--- config.mk ---
export PLATFORM = sky130hd
export DESIGN_NAME = rob_top
export DESIGN_NICKNAME = d
export VERILOG_FILES = /design/src/hdl/rob_types_pkg.sv /design/src/hdl/rob_exc_pkg.sv /design/src/hdl/rob_read_if.sv /design/src/hdl/rob_slot_ram.sv /design/src/hdl/rob_payload_store.sv /design/src/hdl/rob_status_table.sv /design/src/hdl/rob_commit_ctrl.sv /design/src/hdl/rob_top.sv
export VERILOG_INCLUDE_DIRS = /design/src /design/src/include
export SDC_FILE = /design/constraint.sdc
export NUM_CORES = 1
export LEC_CHECK = 0
export BUFFER_PORTS_ARGS = -buffer_cell sky130_fd_sc_hd__buf_2
export CORE_MARGIN = 2
export CORE_UTILIZATION = 67
export CTS_CLUSTER_DIAMETER = 200
export DETAILED_ROUTE_END_ITERATION = 8
export HOLD_SLACK_MARGIN = 0.15
export PLACE_DENSITY_LB_ADDON = 0.25
export SLEW_MARGIN = 5
export SYNTH_ARGS = -nofsm -noshare
export SYNTH_HDL_FRONTEND = slang
export SYNTH_SLANG_ARGS = --single-unit
--- constraint.sdc ---
create_clock -name clk -period 21.2 [get_ports clk]
set_input_delay 3.18 -clock clk [delete_from_list [all_inputs] [get_ports clk]]
set_output_delay 3.18 -clock clk [all_outputs]
set_load 0.05 [all_outputs]
--- src/include/rob_defs.svh ---
`ifndef ROB_DEFS_SVH
`define ROB_DEFS_SVH

// buffer geometry
`define ROB_SIZE        16
`define ROB_IDX_W       4

// lanes per cycle
`define DISPATCH_WIDTH  2
`define COMMIT_WIDTH    2
`define WB_PORTS        2

// payload field widths
`define PREG_W          6
`define EXC_W           4

`endif

--- src/hdl/rob_types_pkg.sv ---
`include "rob_defs.svh"

package rob_types_pkg;

    typedef logic [`ROB_IDX_W-1:0] rob_idx_t;

    // msb is the wrap bit, so head == tail can mean empty or full
    typedef logic [`ROB_IDX_W:0] rob_ptr_t;

    typedef logic [`ROB_IDX_W:0] rob_count_t;

    typedef logic [4:0] areg_t;
    typedef logic [`PREG_W-1:0] preg_t;

    typedef struct packed {
        logic  we;
        areg_t vrd;
        preg_t prd;
        preg_t old_prd;
    } rob_entry_t;

    // per-lane arrays
    typedef rob_idx_t [`DISPATCH_WIDTH-1:0] disp_idx_t;
    typedef rob_idx_t [`COMMIT_WIDTH-1:0] commit_idx_t;
    typedef rob_idx_t [`WB_PORTS-1:0] wb_idx_t;
    typedef rob_entry_t [`DISPATCH_WIDTH-1:0] disp_entry_t;
    typedef rob_entry_t [`COMMIT_WIDTH-1:0] commit_entry_t;

endpackage

--- src/hdl/rob_exc_pkg.sv ---
`include "rob_defs.svh"

package rob_exc_pkg;

    typedef logic [`EXC_W-1:0] exc_code_t;

    // all ones marks a clean write-back
    localparam exc_code_t EXC_NONE        = '1;
    localparam exc_code_t EXC_ILLEGAL     = exc_code_t'(2);
    localparam exc_code_t EXC_LOAD_FAULT  = exc_code_t'(5);
    localparam exc_code_t EXC_STORE_FAULT = exc_code_t'(7);

    typedef exc_code_t [`WB_PORTS-1:0] wb_exc_t;
    typedef exc_code_t [`COMMIT_WIDTH-1:0] commit_exc_t;

endpackage

--- src/hdl/rob_read_if.sv ---
`timescale 1ns/1ps
`include "rob_defs.svh"

// commit window lookup, lane i always looks at head + i
interface rob_read_if;
    import rob_types_pkg::*;
    import rob_exc_pkg::*;

    commit_idx_t              read_idx;
    commit_entry_t            entry;
    logic [`COMMIT_WIDTH-1:0] done;
    commit_exc_t              exc;

    modport ctrl (
        output read_idx,
        input  entry,
        input  done,
        input  exc
    );

    modport payload (
        input  read_idx,
        output entry
    );

    modport status (
        input  read_idx,
        output done,
        output exc
    );

endinterface

--- src/hdl/rob_slot_ram.sv ---
`timescale 1ns/1ps

module rob_slot_ram #(
    parameter type slot_t = logic [7:0],
    parameter int  DEPTH  = 16,
    parameter int  WPORTS = 2,
    parameter int  RPORTS = 2
) (
    input  logic                                  clk,
    input  logic                                  rst,
    input  logic [WPORTS-1:0]                     we,
    input  rob_types_pkg::rob_idx_t [WPORTS-1:0]  waddr,
    input  slot_t [WPORTS-1:0]                    wdata,
    input  rob_types_pkg::rob_idx_t [RPORTS-1:0]  raddr,
    output slot_t [RPORTS-1:0]                    rdata
);

    slot_t mem [DEPTH];

    // later ports overwrite earlier ones on an address clash
    always_ff @(posedge clk or posedge rst) begin
        if (rst) begin
            mem <= '{default: '0};
        end else begin
            for (int p = 0; p < WPORTS; p++) begin
                if (we[p]) begin
                    mem[waddr[p]] <= wdata[p];
                end
            end
        end
    end

    for (genvar r = 0; r < RPORTS; r++) begin : g_read
        assign rdata[r] = mem[raddr[r]];
    end

endmodule

--- src/hdl/rob_payload_store.sv ---
`timescale 1ns/1ps
`include "rob_defs.svh"

module rob_payload_store (
    input  logic                             clk,
    input  logic                             rst,
    input  logic [`DISPATCH_WIDTH-1:0]       alloc_en,
    input  rob_types_pkg::disp_idx_t         alloc_idx,
    input  rob_types_pkg::disp_entry_t       dispatch_entry,
    rob_read_if.payload                      rd
);
    import rob_types_pkg::*;

    commit_entry_t rd_entry;

    rob_slot_ram #(
        .slot_t (rob_entry_t),
        .DEPTH  (`ROB_SIZE),
        .WPORTS (`DISPATCH_WIDTH),
        .RPORTS (`COMMIT_WIDTH)
    ) u_entry_ram (
        .clk   (clk),
        .rst   (rst),
        .we    (alloc_en),
        .waddr (alloc_idx),
        .wdata (dispatch_entry),
        .raddr (rd.read_idx),
        .rdata (rd_entry)
    );

    assign rd.entry = rd_entry;

endmodule

--- src/hdl/rob_status_table.sv ---
`timescale 1ns/1ps
`include "rob_defs.svh"

module rob_status_table (
    input  logic                        clk,
    input  logic                        rst,
    input  logic [`DISPATCH_WIDTH-1:0]  alloc_en,
    input  rob_types_pkg::disp_idx_t    alloc_idx,
    input  logic [`WB_PORTS-1:0]        wb_valid,
    input  rob_types_pkg::wb_idx_t      wb_idx,
    input  rob_exc_pkg::wb_exc_t        wb_exc,
    rob_read_if.status                  rd
);
    import rob_exc_pkg::*;

    logic [`ROB_SIZE-1:0] done_q;
    commit_exc_t          rd_exc;

    // allocation clears first so a same-cycle write-back still lands
    always_ff @(posedge clk or posedge rst) begin
        if (rst) begin
            done_q <= '0;
        end else begin
            for (int j = 0; j < `DISPATCH_WIDTH; j++) begin
                if (alloc_en[j]) begin
                    done_q[alloc_idx[j]] <= 1'b0;
                end
            end
            for (int p = 0; p < `WB_PORTS; p++) begin
                if (wb_valid[p]) begin
                    done_q[wb_idx[p]] <= 1'b1;
                end
            end
        end
    end

    // code is written together with done, so a stale code is never seen
    rob_slot_ram #(
        .slot_t (exc_code_t),
        .DEPTH  (`ROB_SIZE),
        .WPORTS (`WB_PORTS),
        .RPORTS (`COMMIT_WIDTH)
    ) u_exc_ram (
        .clk   (clk),
        .rst   (rst),
        .we    (wb_valid),
        .waddr (wb_idx),
        .wdata (wb_exc),
        .raddr (rd.read_idx),
        .rdata (rd_exc)
    );

    for (genvar i = 0; i < `COMMIT_WIDTH; i++) begin : g_rd
        assign rd.done[i] = done_q[rd.read_idx[i]];
    end

    assign rd.exc = rd_exc;

endmodule

--- src/hdl/rob_commit_ctrl.sv ---
`timescale 1ns/1ps
`include "rob_defs.svh"

module rob_commit_ctrl (
    input  logic                                         clk,
    input  logic                                         rst,
    input  logic [`DISPATCH_WIDTH-1:0]                   dispatch_valid,
    output logic                                         dispatch_ready,
    output rob_types_pkg::disp_idx_t                     dispatch_idx,
    output logic [`DISPATCH_WIDTH-1:0]                   alloc_en,
    output rob_types_pkg::disp_idx_t                     alloc_idx,
    rob_read_if.ctrl                                     rd,
    output logic [`COMMIT_WIDTH-1:0]                     commit_valid,
    output logic [`COMMIT_WIDTH-1:0]                     commit_we,
    output rob_types_pkg::areg_t [`COMMIT_WIDTH-1:0]     commit_vrd,
    output rob_types_pkg::preg_t [`COMMIT_WIDTH-1:0]     commit_prd,
    output rob_types_pkg::preg_t [`COMMIT_WIDTH-1:0]     commit_old_prd,
    output logic                                         exc_valid,
    output rob_types_pkg::rob_idx_t                      exc_idx,
    output rob_exc_pkg::exc_code_t                       exc_code
);
    import rob_types_pkg::*;
    import rob_exc_pkg::*;

    rob_ptr_t   head_q;
    rob_ptr_t   tail_q;
    rob_count_t count_q;
    rob_count_t free_cnt;
    rob_count_t disp_cnt;
    rob_count_t commit_cnt;

    logic [`COMMIT_WIDTH-1:0] commit_sel;
    logic [`COMMIT_WIDTH-1:0] exc_sel;
    logic                     chain;
    logic                     cut;

    // dispatch side
    assign free_cnt       = rob_count_t'(`ROB_SIZE) - count_q;
    assign dispatch_ready = free_cnt >= rob_count_t'(`DISPATCH_WIDTH);

    for (genvar j = 0; j < `DISPATCH_WIDTH; j++) begin : g_disp
        assign dispatch_idx[j] = tail_q[`ROB_IDX_W-1:0] + rob_idx_t'(j);
        assign alloc_idx[j]    = dispatch_idx[j];
        assign alloc_en[j]     = dispatch_valid[j] & dispatch_ready;
    end

    always_comb begin
        disp_cnt = '0;
        for (int j = 0; j < `DISPATCH_WIDTH; j++) begin
            disp_cnt = disp_cnt + rob_count_t'(alloc_en[j]);
        end
    end

    // commit window starts at head
    for (genvar i = 0; i < `COMMIT_WIDTH; i++) begin : g_win
        assign rd.read_idx[i] = head_q[`ROB_IDX_W-1:0] + rob_idx_t'(i);
    end

    // an excepting lane ends the group, and the cycle after a report commits nothing
    always_comb begin
        chain      = ~exc_valid;
        cut        = 1'b0;
        commit_sel = '0;
        exc_sel    = '0;
        commit_cnt = '0;
        for (int i = 0; i < `COMMIT_WIDTH; i++) begin
            chain         = chain & rd.done[i] & (count_q > rob_count_t'(i));
            commit_sel[i] = chain & ~cut;
            exc_sel[i]    = commit_sel[i] & (rd.exc[i] != EXC_NONE);
            cut           = cut | exc_sel[i];
            commit_cnt    = commit_cnt + rob_count_t'(commit_sel[i]);
        end
    end

    always_ff @(posedge clk or posedge rst) begin
        if (rst) begin
            head_q  <= '0;
            tail_q  <= '0;
            count_q <= '0;
        end else begin
            head_q  <= head_q + commit_cnt;
            tail_q  <= tail_q + disp_cnt;
            count_q <= count_q + disp_cnt - commit_cnt;
        end
    end

    always_ff @(posedge clk or posedge rst) begin
        if (rst) begin
            commit_valid <= '0;
            commit_we    <= '0;
            exc_valid    <= 1'b0;
        end else begin
            commit_valid <= commit_sel;
            for (int i = 0; i < `COMMIT_WIDTH; i++) begin
                commit_we[i] <= commit_sel[i] & rd.entry[i].we & ~exc_sel[i];
            end
            exc_valid <= |exc_sel;
        end
    end

    always_ff @(posedge clk) begin
        for (int i = 0; i < `COMMIT_WIDTH; i++) begin
            commit_vrd[i]     <= rd.entry[i].vrd;
            commit_prd[i]     <= rd.entry[i].prd;
            commit_old_prd[i] <= rd.entry[i].old_prd;
            if (exc_sel[i]) begin
                exc_idx  <= rd.read_idx[i];
                exc_code <= rd.exc[i];
            end
        end
    end

endmodule

--- src/hdl/rob_top.sv ---
`timescale 1ns/1ps
`include "rob_defs.svh"

module rob_top (
    input  logic                                         clk,
    input  logic                                         rst,
    input  logic [`DISPATCH_WIDTH-1:0]                   dispatch_valid,
    output logic                                         dispatch_ready,
    output rob_types_pkg::disp_idx_t                     dispatch_idx,
    input  logic [`DISPATCH_WIDTH-1:0]                   dispatch_we,
    input  rob_types_pkg::areg_t [`DISPATCH_WIDTH-1:0]   dispatch_vrd,
    input  rob_types_pkg::preg_t [`DISPATCH_WIDTH-1:0]   dispatch_prd,
    input  rob_types_pkg::preg_t [`DISPATCH_WIDTH-1:0]   dispatch_old_prd,
    input  logic [`WB_PORTS-1:0]                         wb_valid,
    input  rob_types_pkg::wb_idx_t                       wb_idx,
    input  rob_exc_pkg::wb_exc_t                         wb_exc,
    output logic [`COMMIT_WIDTH-1:0]                     commit_valid,
    output logic [`COMMIT_WIDTH-1:0]                     commit_we,
    output rob_types_pkg::areg_t [`COMMIT_WIDTH-1:0]     commit_vrd,
    output rob_types_pkg::preg_t [`COMMIT_WIDTH-1:0]     commit_prd,
    output rob_types_pkg::preg_t [`COMMIT_WIDTH-1:0]     commit_old_prd,
    output logic                                         exc_valid,
    output rob_types_pkg::rob_idx_t                      exc_idx,
    output rob_exc_pkg::exc_code_t                       exc_code
);
    import rob_types_pkg::*;

    logic [`DISPATCH_WIDTH-1:0] alloc_en;
    disp_idx_t                  alloc_idx;
    disp_entry_t                dispatch_entry;

    rob_read_if rd_if ();

    for (genvar j = 0; j < `DISPATCH_WIDTH; j++) begin : g_pack
        assign dispatch_entry[j].we      = dispatch_we[j];
        assign dispatch_entry[j].vrd     = dispatch_vrd[j];
        assign dispatch_entry[j].prd     = dispatch_prd[j];
        assign dispatch_entry[j].old_prd = dispatch_old_prd[j];
    end

    rob_payload_store u_payload (
        .clk            (clk),
        .rst            (rst),
        .alloc_en       (alloc_en),
        .alloc_idx      (alloc_idx),
        .dispatch_entry (dispatch_entry),
        .rd             (rd_if.payload)
    );

    rob_status_table u_status (
        .clk       (clk),
        .rst       (rst),
        .alloc_en  (alloc_en),
        .alloc_idx (alloc_idx),
        .wb_valid  (wb_valid),
        .wb_idx    (wb_idx),
        .wb_exc    (wb_exc),
        .rd        (rd_if.status)
    );

    rob_commit_ctrl u_ctrl (
        .clk            (clk),
        .rst            (rst),
        .dispatch_valid (dispatch_valid),
        .dispatch_ready (dispatch_ready),
        .dispatch_idx   (dispatch_idx),
        .alloc_en       (alloc_en),
        .alloc_idx      (alloc_idx),
        .rd             (rd_if.ctrl),
        .commit_valid   (commit_valid),
        .commit_we      (commit_we),
        .commit_vrd     (commit_vrd),
        .commit_prd     (commit_prd),
        .commit_old_prd (commit_old_prd),
        .exc_valid      (exc_valid),
        .exc_idx        (exc_idx),
        .exc_code       (exc_code)
    );

endmodule

==> flow_summary.toml <==
[sta]
max-slew-margin-rel_pct = 18.12
tightest_slew_ns = 1.226
max_freq_mhz = 176.9
fin_crit_ns = 5.653
setup_violations = 0
rsz0062_at_grt = "false"
clock_skew_ns = 0.01008
maxSlewViolCount = 0
period_share_pct = 26.66
hold_viol = 0
hold_ws_ns = 0.5542
setup_tns_ns = 0

[synth]
synth_area_mm2 = 0.02561
async_reset_ff_share_pct = 90.19
yosysWarnings = 0
syn_avg_cell_area_um2 = 10.90
synthTopCellsByArea = "dfrtp_1, mux2i_1, mux4_2, a21oi_1, nor2_1"
yosysTopAreaCellShare_pct = 37.72
yosysTopAreaCell = "dfrtp_1"
syn_nets = 2435
ys.flop_type = "dfrtp_1"
ys_ff_latch = 428
synth_cells = 2349
ys_seq_area_share_pct = 41.32
synth-edff-count = 8
yosys.cell_types.count = 67

[routing]
first_iter_violations = 2645
drt_wl_total_um = 78570
drt-wirelength-per-cell_um = 27.34
routed_via_density = 7.057
ant_nets = 0
vias = 20280
first_pass_iters = 6
drc = 0

[clocking]
clk_pin_slew_ns = 0.06
htree_levels = 2
cts_tree = "built"
cts-root-buf = "clkbuf_16"
cts.sinks = 428
cts_resized = 0
cts_buffers = 46
post_cts_buffers = 0
clock_path_buffers = 3
insertion_delay_ns = 0.60
cts.hold.buffers_added = 0

[critical_path]
reg2reg_from = "u_ctrl.head_q[1]"
rr_endpoint = "u_ctrl.count_q[4]"
setup.worst_path.end = "dispatch_ready"
start_kind = "register"
crit_path_frequent_cell = "ha_1"
worstSetupPathType = "register to output port"
critPathLaunch = "u_ctrl.count_q[0]"
cp-end-kind = "output port"
cp_slowest_stage_delay_ns = 0.44
worstPathArrival_ns = 2.47
crit_required_ns = 18.02
critPathSlowestCell = "dfrtp_1"
ff2ff_path_depth = 18
rrSetupSlack_ns = 15.72
path_cells = "inv_1, ha_1, and2_1, ha_1, o211ai_1, buf_2"
crit_fanout = 7

[place]
io_buffer_count = 113
gp_congestion = 0.8992
hpwl_um = 44770
dp_cells = 2775

[run_status]
status = "completed"

[floorplanning]
core_mm2 = 0.03767
initial_core_util_pct = 67.98
rows = 71
io_pins = 114
fp.dieArea_mm2 = 0.03980
die_y_um = 199.5
die_x_um = 199.5

[power]
powerDensity_mw_per_mm2 = 187.0
pwr-share-clk_pct = 16.0
netSwitchingFraction_pct = 42.33
seqPwrFrac_pct = 30.4
fin_total_pwr_uw = 5141
p_switching_uw = 2176
peakVddDrop_uv = 177.5
comb_power_share_pct = 53.6
internal_power_uw = 2965
leakage_uw = 0.01342

[grt]
grt_max_degree = 164
grt_pass1_wl_um = 120100
grt_antenna_before_repair = 13
grt_overflow = 0
grt_pass1_vias = 20240
grtUsageTotal_pct = 40.75

[layout]
final_cell_mix = "mux2i_1, dfrtp_1, a21oi_1"
fin_nets = 2398
instances_no_fill = 2874
final_common_cell = "mux2i_1"
fill_cells = 2597
drive_gt1_share_pct = 18.09
areaGrowthSynthToFinish_pct = 7.339

[flow_run]
maxCapViolations = 0

[min_path]
min_path_type = "register to register"
-- cell families (layout without fill, tap and decap cells) --
family | after synthesis | in the layout | synth area share (%)
multiplexers | 607 | 607 | 31.68
flip-flops | 428 | 428 | 41.32
other | 0 | 13 | 0
AND/OR/NAND/NOR | 540 | 540 | 9.758
XOR/XNOR | 15 | 15 | 0.5864
AO/OA/AOI/OAI | 480 | 480 | 10.26
buffers and inverters | 251 | 252 | 4.920
adder cells (fa/ha/maj) | 28 | 28 | 1.485
-- state kept, by name, summed over array words and instances, names as in the netlist --
register,count
u_payload.u_entry_ram.mem,288
u_status.u_exc_ram.mem,64
u_status.done_q,16
u_ctrl.commit_old_prd,12
u_ctrl.commit_prd,12
u_ctrl.commit_vrd,10
u_ctrl.count_q,5
u_ctrl.exc_code,4
u_ctrl.exc_idx,4
u_ctrl.head_q,4
u_ctrl.tail_q,4
u_ctrl.commit_valid,2
u_ctrl.commit_we,2
u_ctrl.exc_valid,1
-- synthesized netlist by cell type (all sizes together), types with 6 or more instances --
master	instances
buf	133
nor2	315
edfxtp	8
inv	32
mux4	158
nor3b	6
nand2	124
xor2	8
nand3	31
mux2	17
a221oi	17
xnor2	7
ha	24
a21oi	319
nor3	6
and3	6
mux2i	432
nand3b	11
o21ai	93
nor2b	6
clkbuf	86
dfxtp	34
dfrtp	386
nand2b	8
a22oi	25
-- per-stage QoR --
| stage | util (%) | worst slack, ns | cell area, um2 |
|---|---|---|---|
| floorplan | - | 7.293 | 25610 |
| global placement | 68.80 | 15.51 | 25920 |
| detailed placement | 68.80 | 15.44 | 25920 |
| CTS | 72.89 | 15.57 | 27450 |
| global route | 72.97 | 15.49 | 27480 |
| finish | 72.97 | 15.55 | 27490 |
-- layout make-up --
| cell class | count | area (um2) | share of cell area [%] |
|---|---|---|---|
| clock inverters | 12 | 87.58 | 0.3186 |
| flip-flops and latches | 428 | 10590 | 38.52 |
| repair buffers | 134 | 735.7 | 2.677 |
| clock buffers | 74 | 1450 | 5.276 |
| well taps | 511 | 639.4 | 2.326 |
| multi-input cells | 1670 | 13830 | 50.30 |
| diodes | 13 | 32.53 | 0.1184 |
| inverters | 32 | 127.6 | 0.4643 |
-- how the worst min path moves through the flow --
stage | slack [ns] | start | depth (start not counted) | to
after global placement | 0.51 | u_status.done_q[15] | 1 | u_status.done_q[15]
after CTS | 0.54 | u_status.done_q[12] | 1 | u_status.done_q[12]
after floorplan | 0.49 | u_status.done_q[15] | 1 | u_status.done_q[15]
after global routing | 0.56 | u_status.done_q[12] | 1 | u_status.done_q[12]
final | 0.55 | u_status.done_q[12] | 1 | u_status.done_q[12]
after detailed placement | 0.54 | u_status.done_q[9] | 2 | u_status.done_q[9]
-- power by group through the flow --
stage	clock (uW)	combinational, uW	sequential (uW)
after detailed placement	0	2690	1550
after global placement	0	2610	1510
final	823	2760	1560
after global routing	859	2920	1590
after floorplan	0	2010	1600
after CTS	825	2710	1540
-- critical path: cells and delay by family (launching register included) --
kind | cells | cell delay (ns)
AO/OA/AOI/OAI | 1 | 0.27
adder cells (fa/ha/maj) | 2 | 0.51
buffers and inverters | 2 | 0.49
flip-flops | 1 | 0.44
AND/OR/NAND/NOR | 1 | 0.16
-- per-layer routing --
metal	up-vias	share of wire, %	GRT usage (%)
met5	-	0.023	0
met4	2	5.9	26.06
met3	338	11	10.46
met2	1446	46	60.10
met1	10020	37	54.04
li1	8477	-	-
No activity file was read; power rests on OpenSTA's default activity.
